$ cat src/hdl/ahb_mem_settings.svh
// Build-time sizing of the AHB-Lite RAM slave
// Included by the package and by RTL that needs raw widths or timing

`ifndef AHB_MEM_SETTINGS_SVH
`define AHB_MEM_SETTINGS_SVH

//////////////////////////////////////////////////
// Bus and memory geometry
//////////////////////////////////////////////////

// HWDATA / HRDATA width in bits
`define AHB_MEM_DATA_W 32

// Byte address bits decoded by the memory (1 KB)
// Upper HADDR bits are dropped, so the RAM aliases
`define AHB_MEM_ADDR_W 10

//////////////////////////////////////////////////
// Response timing
//////////////////////////////////////////////////

// Cycles of HREADYOUT low per legal transfer
`define AHB_MEM_WAIT_STATES 3

`endif
$ cat src/hdl/ahb_mem_pkg.sv
// Bus field types for the AHB-Lite RAM slave
// Imported by every RTL block and by the testbench

`include "ahb_mem_settings.svh"

package ahb_mem_pkg;

  //////////////////////////////////////////////////
  // AHB-Lite control encodings
  //////////////////////////////////////////////////

  // HTRANS, only NONSEQ and SEQ open a transfer
  typedef enum logic [1:0] {
    IDLE   = 2'b00,
    BUSY   = 2'b01,
    NONSEQ = 2'b10,
    SEQ    = 2'b11
  } htrans_t;

  // HSIZE, anything above WORD is refused by this RAM
  typedef enum logic [2:0] {
    BYTE   = 3'b000,
    HALF   = 3'b001,
    WORD   = 3'b010,
    DWORD  = 3'b011,
    LINE4  = 3'b100,
    LINE8  = 3'b101,
    LINE16 = 3'b110,
    LINE32 = 3'b111
  } hsize_t;

  //////////////////////////////////////////////////
  // Address and data
  //////////////////////////////////////////////////

  // Byte address inside the RAM window
  typedef logic [`AHB_MEM_ADDR_W-1:0] haddr_t;

  // One bus word
  typedef logic [`AHB_MEM_DATA_W-1:0] hdata_t;

endpackage

$ cat src/hdl/ahb_req_if.sv
// Captured address-phase request of the AHB-Lite RAM slave
// Written by the address-phase block, read by the response and storage blocks

`timescale 1ns/1ps

interface ahb_req_if
  import ahb_mem_pkg::*;
();

  // Data phase in progress
  logic   valid;
  // Request refused, answer with ERROR
  logic   err;
  // Direction, high for a write
  logic   write;
  // Byte address and transfer size
  haddr_t addr;
  hsize_t size;

  // Address-phase register side
  modport src (
    output valid,
    output err,
    output write,
    output addr,
    output size
  );

  // Response shaping only needs status
  modport rsp (input valid, input err);

  // Storage only needs the access itself
  modport mem (input write, input addr, input size);

endinterface

$ cat src/hdl/ahb_addr_phase.sv
// Address-phase capture of the AHB-Lite RAM slave
// Samples HSEL/HTRANS/HADDR/HSIZE/HWRITE while HREADY is high and flags
// illegal transfers, the result drives the data phase of the other blocks

`timescale 1ns/1ps

module ahb_addr_phase
  import ahb_mem_pkg::*;
(
  input  logic    clk_ahb,
  input  logic    sysrst_n,
  input  logic    hsel_i,
  input  haddr_t  haddr_i,
  input  htrans_t htrans_i,
  input  logic    hwrite_i,
  input  hsize_t  hsize_i,
  input  logic    hready_i,
  ahb_req_if.src  req_o
);

  // Selected and NONSEQ/SEQ
  logic open_xfer;
  // Size wider than one bus word
  logic size_bad;
  // Low address bits not on a size boundary
  logic misaligned;

  //////////////////////////////////////////////////
  // Legality decode
  //////////////////////////////////////////////////

  // IDLE and BUSY never open a data phase
  assign open_xfer = hsel_i && ((htrans_i == NONSEQ) || (htrans_i == SEQ));

  assign size_bad = (hsize_i > WORD);

  always_comb begin
    case (hsize_i)
      HALF:    misaligned = haddr_i[0];
      WORD:    misaligned = |haddr_i[1:0];
      // Bytes are always aligned, oversize caught above
      default: misaligned = 1'b0;
    endcase
  end

  //////////////////////////////////////////////////
  // Request registers
  //////////////////////////////////////////////////

  // Status, updated on every accepted address phase
  always_ff @(posedge clk_ahb or negedge sysrst_n) begin
    if (!sysrst_n) begin
      req_o.valid <= 1'b0;
      req_o.err   <= 1'b0;
    end else if (hready_i) begin
      req_o.valid <= open_xfer;
      req_o.err   <= open_xfer && (size_bad || misaligned);
    end
  end

  // Access fields only move when a transfer opens
  // Held through wait states and while HREADY is low
  always_ff @(posedge clk_ahb) begin
    if (hready_i && open_xfer) begin
      req_o.write <= hwrite_i;
      req_o.addr  <= haddr_i;
      req_o.size  <= hsize_i;
    end
  end

endmodule

$ cat src/flat_wrapper.sv
// flat-port wrapper written by rule: the top's interface ports become plain ports
module ahb_addr_phase_flat import ahb_mem_pkg::*;
  (clk_ahb, sysrst_n, hsel_i, haddr_i, htrans_i, hwrite_i, hsize_i, hready_i, req_o_valid, req_o_err, req_o_write, req_o_addr, req_o_size);
  ahb_req_if req_o_i ();
  input  logic clk_ahb;
  input  logic sysrst_n;
  input  logic hsel_i;
  input  haddr_t haddr_i;
  input  htrans_t htrans_i;
  input  logic hwrite_i;
  input  hsize_t hsize_i;
  input  logic hready_i;
  output wire logic [$bits(req_o_i.valid)-1:0] req_o_valid;
  output wire logic [$bits(req_o_i.err)-1:0] req_o_err;
  output wire logic [$bits(req_o_i.write)-1:0] req_o_write;
  output wire logic [$bits(req_o_i.addr)-1:0] req_o_addr;
  output wire logic [$bits(req_o_i.size)-1:0] req_o_size;
  assign req_o_valid = req_o_i.valid;
  assign req_o_err = req_o_i.err;
  assign req_o_write = req_o_i.write;
  assign req_o_addr = req_o_i.addr;
  assign req_o_size = req_o_i.size;
  ahb_addr_phase u_core (.clk_ahb(clk_ahb), .sysrst_n(sysrst_n), .hsel_i(hsel_i), .haddr_i(haddr_i), .htrans_i(htrans_i), .hwrite_i(hwrite_i), .hsize_i(hsize_i), .hready_i(hready_i), .req_o(req_o_i));
endmodule
$ cat config.mk
export PLATFORM = sky130hd
export DESIGN_NAME = ahb_addr_phase_flat
export DESIGN_NICKNAME = d
export VERILOG_FILES = /design/src/hdl/ahb_mem_pkg.sv /design/src/hdl/ahb_req_if.sv /design/src/hdl/ahb_addr_phase.sv /design/src/flat_wrapper.sv
export VERILOG_INCLUDE_DIRS = /design/src /design/src/hdl
export SDC_FILE = /design/constraint.sdc
export NUM_CORES = 1
export LEC_CHECK = 0
export BUFFER_PORTS_ARGS = -buffer_cell sky130_fd_sc_hd__clkbuf_2
export CORE_MARGIN = 2
export CORE_UTILIZATION = 38
export CTS_CLUSTER_DIAMETER = 100
export DETAILED_ROUTE_END_ITERATION = 10
export MAX_ROUTING_LAYER = met4
export PLACE_DENSITY_LB_ADDON = 0.25
export SKIP_CTS_REPAIR_TIMING = 1
export SLEW_MARGIN = 10
export SYNTH_ARGS = -nofsm -noshare
export SYNTH_HDL_FRONTEND = slang
export SYNTH_SLANG_ARGS = --single-unit
$ cat constraint.sdc
create_clock -name clk_ahb -period 0.8 [get_ports clk_ahb]
set_input_delay 0.04 -clock clk_ahb [delete_from_list [all_inputs] [get_ports clk_ahb]]
set_output_delay 0.04 -clock clk_ahb [all_outputs]
set_load 0.02 [all_outputs]
==> impl_results.md <==
* Sequential Area at 470.5 um^2
* Int Pwr at 1.296 mW
* Post-synthesis sequential area ratio at 87.85%
* Core area at 1301 um^2
* Period utilization at 107.0%
* Worst-Margin Slew at 0.2106 ns
* Largest net degree at the start of global routing at 10
* Most common cell after layout, fill and taps aside: clkbuf_2
* Final #Nets at 104
* Clk Latency, worst-skew pair at 0.27 ns
* Overflow after GRT at 0
* Req. time, crit path at 0.76 ns
* IO Port Bufs at 34
* H-tree depth at 1
* Via count at 422
* Clk root buf: clkbuf_4
* Syn-to-layout area delta at 82.24%
* Placed wire-length estimate at 663.7 um
* WS Path Type: register to output port
* Final non-filler cell total at 98
* Mux share of post-synthesis cell area at 0%
* Violated checks: setup timing
* Clock sink count at 16
* Mean Syn Cell Area at 21.42 um^2
* Synth Area in Simple Gates at 4.673%
* DR WL/cell at 11.21 um
* Run status: finished, violations left
* Via density per instance at 4.306
* Critical Path Source Type: register
* Number of global-route vias before repair at 345
* PD cells at 1694 nW/um^2
* Combinational power share at 16.4%
* Clock share of power at 25.2%
* Placer Congestion at 0.6413
* Cell Chain, Critical Path: buf_2
* Synth Instances at 25
* Synth Area in Compound Gates at 5.374%
* Synth top area cells: edfxtp_1, dfrtp_1, o32ai_2, inv_1, nand3_2
* Proportion of layout cells with a drive suffix above 1 at 54.22%
* Die height at 41.54 um
* Pleak at 0.4349 nW
* Total GRT Usage at 10.39%
* DRC Markers at 0
* Commonest cells after routing, fill and taps aside: clkbuf_2, dlygate4sd3_1, edfxtp_1, buf_2, buf_6
* Max Clock Skew at 0 ns
* CTS tree: yes
* First-pass GRT wire length at 1331 um
* Max-cap check violation count at 0
* Netlist cell types at 9
* Critical-path maximum fanout at 1
* Die W at 41.54 um
* Clock Path Buffers at 2
* Share of the synthesized area in the top cell type at 78.50%
* Reg-to-reg slack, setup at 0.16 ns
* Cell taking the most area after synthesis: edfxtp_1
* WP buf/inv at 1
* Mapped cell area at 535.5 um^2
* Pre-Repair DR Iteration Count at 3
* Relative slew slack at 85.85%
* Place WS at 0.05404 ns
* Yosys warnings at 0
* I/O pin total at 36
* Sw Pwr at 0.3573 mW
* Mapped Nets at 45
* Max frequency at 1168 MHz
* CTS buffer count at 3
* Placed cells at 79
* CTS clock-pin slew for the worst setup and hold paths at 0.09 ns
* Fin crit period at 0.8560 ns
* FF+latch count, synth at 16
* Routed Antenna Nets at 0
* Synth Area in XOR/XNOR at 0%
* Die area at 1726 um^2
* Final wirelength at 1099 um
* Main combinational cell family by area after synthesis: compound AO/OA/AOI/OAI gates
* RSZ-0062 raised after global routing: true
* Layout fillers at 94
* Seq pwr share at 58.5%
* Final Hold Fails at 0
* Adder-cell share of the synthesized area at 0%
* Num rows at 13
* Hold Crit Class: input port to register
* Slew Viols, Final at 0
* Critical path endpoint category: output port
* Initial antenna violation count at 0
* Initial DRC count at 9
* Final Setup Violations at 16
* Largest stage delay on the critical path at 0.38 ns
* Peak supply drop at 0.0009022 V
* Multi-input gate area at 53.80 um^2
* CP max stage cell: edfxtp_1
* Starting Density at 41.15%
* Sw Share at 21.61%
* N_diodes at 0
* Final worst slack at -0.05605 ns
* Arr. time, crit path at 0.82 ns
* CP delay by family, top: flip-flops
==> power groups by stage <==
stage | sequential, mW | clock (mW) | combinational (mW)
2_1_floorplan | 1.04 | 0 | 0.0271
3_3_place_gp | 0.983 | 0 | 0.188
3_5_place_dp | 0.984 | 0 | 0.189
4_1_cts | 0.965 | 0.434 | 0.191
5_1_grt | 0.971 | 0.452 | 0.289
6_report | 0.967 | 0.416 | 0.271
==> per-layer routing <==
layer  GRT usage [%]  part of all wire (%)
met4           3.871                     0
met1           10.17                    35
met3           3.913                   8.0
met5               -                     0
met2           18.44                    57
==> flip-flops by register name (all words and copies together), names as in the netlist <==
signal and cells:
u_core.req_o.valid 1, u_core.req_o.size 3, u_core.req_o.write 1, u_core.req_o.addr 10, u_core.req_o.err 1
==> kinds of logic (layout without fill, tap and decap cells) <==
logic type | Yosys count | count (layout)
flops | 16 | 16
compound gates | 3 | 3
simple gates | 3 | 3
buf+inv | 3 | 61
==> cells in the mapped netlist <==
| cell type | number |
|---|---|
| nor3_2 | 1 |
| nand3_2 | 1 |
| edfxtp_1 | 14 |
| dfrtp_1 | 2 |
| o21a_1 | 1 |
| o21ai_0 | 1 |
| nor3_1 | 1 |
| o32ai_2 | 1 |
| inv_1 | 3 |
==> metrics by stage <==
step                      cell area [um^2]  util, %  hold slack [ns]  TNS (ns)  power (mW)
after global routing                 975.9    75.00          0.08005    -1.058       1.713
after detailed placement             762.0    58.56          -0.1700         0       1.173
final                                975.9    75.00          0.06605   -0.5611       1.653
after global placement               762.0    58.56          -0.1720         0       1.171
after CTS                            788.3    60.58          -0.4644   -0.7712       1.589
after floorplan                      535.5        -          -0.2556         0       1.067
==> cell type report <==
class	instances	area share, %
Sequential cell	16	48.21
Timing Repair Buffer	54	40.51
Multi-Input combinational cell	6	5.513
Clock buffer	4	2.692
Tap cell	15	1.923
Inverter	3	1.154
==> worst paths after layout <==
path,depth (start not counted),end,start
max in group asynchronous,2,u_core.req_o.err,sysrst_n
min,3,u_core.req_o.err,hready_i
max reg2reg,2,u_core.req_o.valid,u_core.req_o.valid
min reg2reg,2,u_core.req_o.valid,u_core.req_o.valid
min in group asynchronous,2,u_core.req_o.valid,sysrst_n
max,1,req_o_write,u_core.req_o.write
==> worst reg2reg max path: stages (launching register included) <==
cell and delay (ns):
dfrtp_1 0.37, inv_1 0.04, o21ai_0 0.15
(Power assumes the default switching activity.)
