**src/hdl/ahb_mem_settings.svh**
```systemverilog
// Build-time sizing of the AHB-Lite RAM slave
// Included by the package and by RTL that needs raw widths or timing

`ifndef AHB_MEM_SETTINGS_SVH
`define AHB_MEM_SETTINGS_SVH

//////////////////////////////////////////////////
// Bus and memory geometry
//////////////////////////////////////////////////

// HWDATA / HRDATA width in bits
`define AHB_MEM_DATA_W 32

// Byte address bits decoded by the memory (1 KB)
// Upper HADDR bits are dropped, so the RAM aliases
`define AHB_MEM_ADDR_W 10

//////////////////////////////////////////////////
// Response timing
//////////////////////////////////////////////////

// Cycles of HREADYOUT low per legal transfer
`define AHB_MEM_WAIT_STATES 3

`endif
```
**src/hdl/ahb_mem_pkg.sv**
```systemverilog
// Bus field types for the AHB-Lite RAM slave
// Imported by every RTL block and by the testbench

`include "ahb_mem_settings.svh"

package ahb_mem_pkg;

  //////////////////////////////////////////////////
  // AHB-Lite control encodings
  //////////////////////////////////////////////////

  // HTRANS, only NONSEQ and SEQ open a transfer
  typedef enum logic [1:0] {
    IDLE   = 2'b00,
    BUSY   = 2'b01,
    NONSEQ = 2'b10,
    SEQ    = 2'b11
  } htrans_t;

  // HSIZE, anything above WORD is refused by this RAM
  typedef enum logic [2:0] {
    BYTE   = 3'b000,
    HALF   = 3'b001,
    WORD   = 3'b010,
    DWORD  = 3'b011,
    LINE4  = 3'b100,
    LINE8  = 3'b101,
    LINE16 = 3'b110,
    LINE32 = 3'b111
  } hsize_t;

  //////////////////////////////////////////////////
  // Address and data
  //////////////////////////////////////////////////

  // Byte address inside the RAM window
  typedef logic [`AHB_MEM_ADDR_W-1:0] haddr_t;

  // One bus word
  typedef logic [`AHB_MEM_DATA_W-1:0] hdata_t;

endpackage

```
**src/hdl/ahb_req_if.sv**
```systemverilog
// Captured address-phase request of the AHB-Lite RAM slave
// Written by the address-phase block, read by the response and storage blocks

`timescale 1ns/1ps

interface ahb_req_if
  import ahb_mem_pkg::*;
();

  // Data phase in progress
  logic   valid;
  // Request refused, answer with ERROR
  logic   err;
  // Direction, high for a write
  logic   write;
  // Byte address and transfer size
  haddr_t addr;
  hsize_t size;

  // Address-phase register side
  modport src (
    output valid,
    output err,
    output write,
    output addr,
    output size
  );

  // Response shaping only needs status
  modport rsp (input valid, input err);

  // Storage only needs the access itself
  modport mem (input write, input addr, input size);

endinterface

```
**src/hdl/ahb_resp_gen.sv**
```systemverilog
// Response shaping of the AHB-Lite RAM slave
// Counts wait states off the captured request and drives HREADYOUT/HRESP,
// commit marks the final cycle of a legal data phase for the storage

`include "ahb_mem_settings.svh"

`timescale 1ns/1ps

module ahb_resp_gen (
  input  logic   clk_ahb,
  input  logic   sysrst_n,
  ahb_req_if.rsp req_i,
  output logic   hreadyout_o,
  output logic   hresp_o,
  output logic   commit_o
);

  localparam int WAIT_STATES = `AHB_MEM_WAIT_STATES;
  // Counter holds WAIT_STATES-1 at most
  localparam int CNT_W = (WAIT_STATES > 1) ? $clog2(WAIT_STATES) : 1;
  localparam logic [CNT_W-1:0] CNT_LOAD = CNT_W'((WAIT_STATES > 0) ? WAIT_STATES - 1 : 0);

  // READY also covers the first cycle of every data phase,
  // which is decoded straight from the request
  typedef enum logic [1:0] {
    ST_READY,
    ST_WAIT,
    ST_ERR
  } state_t;

  state_t           state_q;
  state_t           state_d;
  logic [CNT_W-1:0] cnt_q;
  logic [CNT_W-1:0] cnt_d;

  //////////////////////////////////////////////////
  // Next state and outputs
  //////////////////////////////////////////////////

  always_comb begin
    state_d     = state_q;
    cnt_d       = cnt_q;
    // Default is zero-wait OKAY
    hreadyout_o = 1'b1;
    hresp_o     = 1'b0;
    commit_o    = 1'b0;
    case (state_q)
      ST_READY: begin
        if (req_i.valid) begin
          if (req_i.err) begin
            // First ERROR cycle, bus held
            hreadyout_o = 1'b0;
            hresp_o     = 1'b1;
            state_d     = ST_ERR;
          end else if (WAIT_STATES == 0) begin
            commit_o = 1'b1;
          end else begin
            // First wait state
            hreadyout_o = 1'b0;
            cnt_d       = CNT_LOAD;
            state_d     = ST_WAIT;
          end
        end
      end
      ST_WAIT: begin
        if (cnt_q == '0) begin
          // Ready cycle, read data out and write data in
          commit_o = 1'b1;
          state_d  = ST_READY;
        end else begin
          hreadyout_o = 1'b0;
          cnt_d       = cnt_q - 1'b1;
        end
      end
      ST_ERR: begin
        // Second ERROR cycle releases the bus
        hresp_o = 1'b1;
        state_d = ST_READY;
      end
      default: state_d = ST_READY;
    endcase
  end

  //////////////////////////////////////////////////
  // State registers
  //////////////////////////////////////////////////

  always_ff @(posedge clk_ahb or negedge sysrst_n) begin
    if (!sysrst_n) begin
      state_q <= ST_READY;
      cnt_q   <= '0;
    end else begin
      state_q <= state_d;
      cnt_q   <= cnt_d;
    end
  end

endmodule

```
**src/flat_wrapper.sv**
```systemverilog
// flat-port wrapper written by rule: the top's interface ports become plain ports
module ahb_resp_gen_flat 
  (clk_ahb, sysrst_n, hreadyout_o, hresp_o, commit_o, req_i_valid, req_i_err);
  ahb_req_if req_i_i ();
  input  logic clk_ahb;
  input  logic sysrst_n;
  output logic hreadyout_o;
  output logic hresp_o;
  output logic commit_o;
  input wire logic [$bits(req_i_i.valid)-1:0] req_i_valid;
  input wire logic [$bits(req_i_i.err)-1:0] req_i_err;
  assign req_i_i.valid = req_i_valid;
  assign req_i_i.err = req_i_err;
  ahb_resp_gen u_core (.clk_ahb(clk_ahb), .sysrst_n(sysrst_n), .req_i(req_i_i), .hreadyout_o(hreadyout_o), .hresp_o(hresp_o), .commit_o(commit_o));
endmodule
```
**config.mk**
```make
export PLATFORM = sky130hd
export DESIGN_NAME = ahb_resp_gen_flat
export DESIGN_NICKNAME = d
export VERILOG_FILES = /design/src/hdl/ahb_mem_pkg.sv /design/src/hdl/ahb_req_if.sv /design/src/hdl/ahb_resp_gen.sv /design/src/flat_wrapper.sv
export VERILOG_INCLUDE_DIRS = /design/src /design/src/hdl
export SDC_FILE = /design/constraint.sdc
export NUM_CORES = 1
export LEC_CHECK = 0
export CORE_AREA = 2 2 39 41
export DETAILED_ROUTE_END_ITERATION = 16
export DIE_AREA = 0 0 41 43
export DONT_BUFFER_PORTS = 1
export GPL_TIMING_DRIVEN = 1
export SETUP_SLACK_MARGIN = 0.4
export SYNTH_ARGS = -nofsm -noshare
export SYNTH_HDL_FRONTEND = slang
export SYNTH_SLANG_ARGS = --single-unit
```
**constraint.sdc**
```tcl
create_clock -name clk_ahb -period 1.4 [get_ports clk_ahb]
set_input_delay 0.28 -clock clk_ahb [delete_from_list [all_inputs] [get_ports clk_ahb]]
set_output_delay 0.28 -clock clk_ahb [all_outputs]
set_load 0.02 [all_outputs]
```
==> results of run 1 <==
[stage by stage]
step	utilization, %	cell area [um2]	hold WS (ns)	cells	setup WS (ns)
2_1_floorplan	-	211	-0.0156	21	0.248
3_3_place_gp	17.3	239	-0.0155	38	0.175
3_5_place_dp	17.3	239	-0.0155	38	0.180
4_1_cts	25.0	345	0.199	48	0.00655
5_1_grt	27.8	384	0.225	49	-0.0298
6_report	27.8	384	0.221	49	0.0209
[placed cells by master (no fill, tap or decap)]
master         n
buf_4          6
clkbuf_4       3
inv_2          2
dfrtp_1        2
dfrtp_2        2
nand2_4        1
nor2_4         1
inv_1          1
o211ai_1       1
nand2_1        1
a21oi_2        1
nand2b_1       1
or3b_4         1
a21oi_4        1
nor2_1         1
a2bb2oi_2      1
nor3_2         1
or3_1          1
o21ai_1        1
ha_4           1
dlygate4sd3_1  1
buf_6          1
buf_12         1
[layer usage]
| layer | global-route usage (%) | up-vias | routed length [um] |
|---|---|---|---|
| met5 | 0 | - | 0 |
| li1 | - | 99 | - |
| met2 | 10.9 | 5 | 323 |
| met3 | 4.71 | 4 | 15 |
| met4 | 8.00 | 0 | 29 |
| met1 | 7.82 | 101 | 231 |
[final cells by class]
cell class	count	area [um2]	area share [%]
timing repair buffer	9	86.3	22.5
clock buffer	3	22.5	5.86
tap	16	20.0	5.21
sequential	4	103	26.7
inverter	3	11.3	2.93
multi-input combinational	14	141	36.8
[state kept, by name (all words and copies together), names as in the netlist]
| name | flops |
|---|---|
| u_core.cnt_q | 2 |
| u_core.state_q | 2 |
[cells in the mapped netlist, drive strengths merged]
library cell  count  area (um2)
ha                1        12.5
o21ai             1        5.00
o211ai            1        7.51
or3b              1        8.76
nand2             2        7.51
nor2              2        7.51
inv               3        11.3
nand2b            1        6.26
a2bb2oi           1        15.0
or3               1        6.26
nor3              1        5.00
dfrtp             4         100
a21oi             2        13.8
[worst max-delay path by stage]
stage | endpoint | startpoint | depth (start not counted)
after floorplan | u_core.cnt_q[1] | u_core.state_q[0] | 3
after global placement | u_core.cnt_q[1] | u_core.state_q[0] | 3
after detailed placement | u_core.cnt_q[1] | u_core.state_q[0] | 3
after CTS | hreadyout_o | u_core.cnt_q[0] | 4
after global routing | hreadyout_o | u_core.cnt_q[0] | 4
final | hreadyout_o | u_core.state_q[0] | 1
[cell families after synthesis]
group | synth area share [%]
buffers and inverters | 5.45
adders and majority gates | 6.06
AOI/OAI and AO/OA | 20.0
DFF | 48.5
and+or+nand+nor | 20.0
[timing repair]
| action | in CTS | in global routing |
|---|---|---|
| setup buffers | 6 | 1 |
| pin swaps | 3 | 5 |
| hold buffers | 1 | 0 |
| cloned | 0 | 0 |
| endpoints found under the setup margin | 6 | 6 |
| gates resized for setup | 9 | 4 |
| hold endpoints to repair | 4 | 0 |
[power groups by stage]
stage / Clock, W / Sequential (W) / Combinational [W]
after CTS: 0.000149 / 0.000204 / 0.000392
after global placement: 0 / 0.000204 / 0.000238
after global routing: 0.000154 / 0.000216 / 0.000529
after floorplan: 0 / 0.000196 / 0.000204
final: 0.000141 / 0.000213 / 0.000489
after detailed placement: 0 / 0.000203 / 0.000244
==> flow_summary.ini, run 1 <==
[detailed_routing]
antenna_left = 0
dr_total_vias = 209
drtPass1Iterations = 1
drc = 0
vias_per_cell = 4.27
routed_wl_um = 600
wire_per_inst_um = 12.2
drt_iter0_drc = 0

[power]
vdd_drop_max_mv = 0.991
p_total_w = 0.000843
switching_power_w = 0.000311
clkPwrFrac_pct = 16.8
pwr-share-comb_pct = 58.0
p_leak_nw = 0.169
power_density_nw_per_um2 = 2200
switching_share_pct = 36.8
power.share.sequential_pct = 25.2
p_int_w = 0.000533

[cells_and_area]
final_nets = 40
synthToLayoutAreaGrowth_pct = 86.1
n_antenna_cell = 0
fill_cells = 141
drive_gt1_share_pct = 69.7

[synth]
ys_types = 14
yosysWarnings = 0
netlist_instances = 21
ys_ff_latch = 4
syn_nets = 26
synth_area_um2 = 206
yosysSeqAreaShare_pct = 48.5
avgSynthCellArea_um2 = 9.83

[worst_setup_path]
cpMaxStageDelayCell = dfrtp_2
reg2reg_to = u_core.cnt_q[0]
start_kind = flip-flop
cp.required_ns = 1.12
r2r_cells = 5
slowest_delay_ns = 0.44
arrival_ns = 1.10
cp-end-kind = output port
r2r-start = u_core.cnt_q[1]
reg2reg_slack_ns = 0.16
path_buf_inv = 0
cp_cell_sequence = o211ai_1
crit_family = flip-flops
critPathKind = reg -> out
worst-path-max-fanout = 4

[sta]
relSlewSlack_pct = 69.2
period_share_pct = 98.5
setup_viol_count_final = 0
hold_viol = 0
rsz0062_at_grt = true
drv_slew = 0
finalClockSkew_ns = 0.00343
finalCriticalPeriod_ns = 1.38
worst_pin_slew_ns = 0.460
fmax_ghz = 0.725
fin_setup_tns_ns = 0

[grt]
grt_pass1_wl_um = 883
overflow = 0
grt_pass1_vias = 214
grt_antenna_before_repair = 0
track_usage_pct = 8.06
grt_max_degree = 6

[min_path]
min_delay_path_depth = 2
hp-class = in -> reg
hold_start = req_i_valid
min_to = u_core.state_q[1]

[floorplanning]
dieArea_um2 = 1760
num_rows = 14
core-area_um2 = 1380
die_w_um = 41
boundaryPins = 7
start_util_pct = 14.9
die_h_um = 43

[job]
maxCapViolCount = 0

[clock_tree]
cts_max_level = 1
cts-root-buf = clkbuf_4
tritoncts = built
cts_num_sinks = 4
numCtsBuffers = 3
clock_path_buffers = 2
clk_pin_slew_worst_paths_ns = 0.04
insertion_delay_ns = 0.24

[place]
io_buffers = 0
dpl.hpwl_um = 292
place.gp.congestion = 0.715

[outcome]
outcome = complete, no violations
(Power assumes the default switching activity.)
==> run 2: changes to the inputs <==
==> constraint.sdc (replaced) <==
create_clock -name clk_ahb -period 1.4 [get_ports clk_ahb]
set_input_delay 0.07 -clock clk_ahb [delete_from_list [all_inputs] [get_ports clk_ahb]]
set_output_delay 0.07 -clock clk_ahb [all_outputs]
set_load 0.02 [all_outputs]
==> run 2 against run 1 <==
Effect of this change: clock power hardly changed; global-route usage is 1.3 points lower; total power is 7.8% lower; design area is 8.5% lower; highest routed layer is now met3; sequential share of layout area is 2.5 points higher; register-to-register slack better by 0.04 ns; cell count is 4.1% lower; largest power group unchanged; worst setup slack better by 0.17 ns.
==> flow_summary.ini, run 2 (synthesis gave the netlist of run 1 again) <==
[floorplanning]
dieArea_um2 = 1760
num_rows = 14
die_w_um = 41
start_util_pct = 14.9
boundaryPins = 7
core-area_um2 = 1380
die_h_um = 43

[clock_tree]
clk_pin_slew_worst_paths_ns = 0.04
cts-root-buf = clkbuf_4
numCtsBuffers = 3
tritoncts = built
cts_max_level = 1
cts_num_sinks = 4
insertion_delay_ns = 0.23
clock_path_buffers = 2

[worst_setup_path]
cp.required_ns = 1.56
critPathKind = reg -> reg
r2r-start = u_core.state_q[0]
start_kind = flip-flop
worst-path-max-fanout = 4
r2r_cells = 3
cp-end-kind = flip-flop
reg2reg_to = u_core.cnt_q[1]
reg2reg_slack_ns = 0.20
arrival_ns = 1.36

[grt]
grt_pass1_wl_um = 752
grt_pass1_vias = 202
track_usage_pct = 6.76
grt_max_degree = 7
overflow = 0
grt_antenna_before_repair = 0

[place]
dpl_cell_area_um2 = 226
dp.cells = 37
io_buffers = 0
dpl.hpwl_um = 276
place.gp.congestion = 0.660

[job]
maxCapViolCount = 0

[sta]
finalClockSkew_ns = 0.00250
drv_slew = 0
hold_viol = 0
relSlewSlack_pct = 68.0
fmax_ghz = 0.830
finalCriticalPeriod_ns = 1.20
period_share_pct = 86.1
rsz0062_at_grt = true
setup_viol_count_final = 0
whs_ns = 0.0439
worst_pin_slew_ns = 0.478
fin_setup_tns_ns = 0

[cells_and_area]
n_antenna_cell = 0
final_nets = 38
instances_no_fill = 47
final_common_cell = buf_4
reg.largest.list = u_core.cnt_q: 2 flops, u_core.state_q: 2 flops
post-route-util_pct = 25.4
drive_gt1_share_pct = 64.5
synthToLayoutAreaGrowth_pct = 70.3
design_area_um2 = 352
final_cell_mix = buf_4, clkbuf_4, inv_2, dfrtp_1, dfrtp_2

[outcome]
outcome = complete, no violations

[detailed_routing]
vias_per_cell = 3.87
dr_total_vias = 182
antenna_left = 0
routed_wl_um = 450
drc = 0
drtPass1Iterations = 2
wire_per_inst_um = 9.57
drt_iter0_drc = 1

[power]
power_density_nw_per_um2 = 2210
p_leak_nw = 0.147
vdd_drop_max_mv = 0.733

[min_path]
min_to = u_core.state_q[1]
min_delay_path_depth = 2
hold_start = req_i_valid
hp-class = in -> reg
==> run 2: cell count changes in the layout (fill, tap and decap cells not counted), sizes merged <==
cell	before	now
buf	8	6
==> run 2: critical path, cell delays in order, from the launching register on <==
cell and delay [ns]:
dfrtp_2 0.41, or3b_1 0.37, a21oi_2 0.21, a2bb2oi_2 0.14
==> run 2: layout make-up <==
class | instances | area, um2
Clock buffer | 3 | 22.5
Fill cell | 142 | 1030
Inverter | 3 | 11.3
Multi-Input combinational cell | 14 | 136
Sequential cell | 4 | 103
Tap cell | 16 | 20.0
Timing Repair Buffer | 7 | 58.8
==> run 2: through the flow <==
step           setup WS (ns)  power [W]
2_1_floorplan          0.243   0.000393
3_3_place_gp           0.177   0.000424
3_5_place_dp           0.165   0.000427
4_1_cts                0.208   0.000743
5_1_grt                0.160   0.000835
6_report               0.195   0.000777
==> run 2: routing by layer <==
layer | up-vias | wire, um | track usage [%]
met5 | - | 0 | 0
met4 | 0 | 0 | 8.00
met3 | 0 | 11 | 1.57
met2 | 3 | 252 | 9.38
met1 | 87 | 185 | 7.19
li1 | 92 | - | -
==> run 2: repair_timing <==
action,in CTS,in global routing
setup endpoints to repair,6,6
gates resized for setup,11,2
gates cloned,0,0
hold buffers,1,0
hold endpoints to repair,4,0
setup buffers,4,2
pin swaps,5,1
==> run 2: worst max-delay path by stage <==
stage,start,endpoint,cells after the start
2_1_floorplan,u_core.cnt_q[1],u_core.cnt_q[0],5
3_3_place_gp,u_core.state_q[0],u_core.cnt_q[1],3
3_5_place_dp,u_core.cnt_q[0],u_core.cnt_q[0],5
4_1_cts,u_core.state_q[0],u_core.cnt_q[1],3
5_1_grt,u_core.cnt_q[1],u_core.cnt_q[0],5
6_report,u_core.state_q[0],u_core.cnt_q[1],3
==> run 2: power by group <==
part	internal (W)	switching [W]	total [W]
Clock	0.0000956	0.0000429	0.000138
Combinational	0.000229	0.000209	0.000438
Sequential	0.000166	0.0000347	0.000201
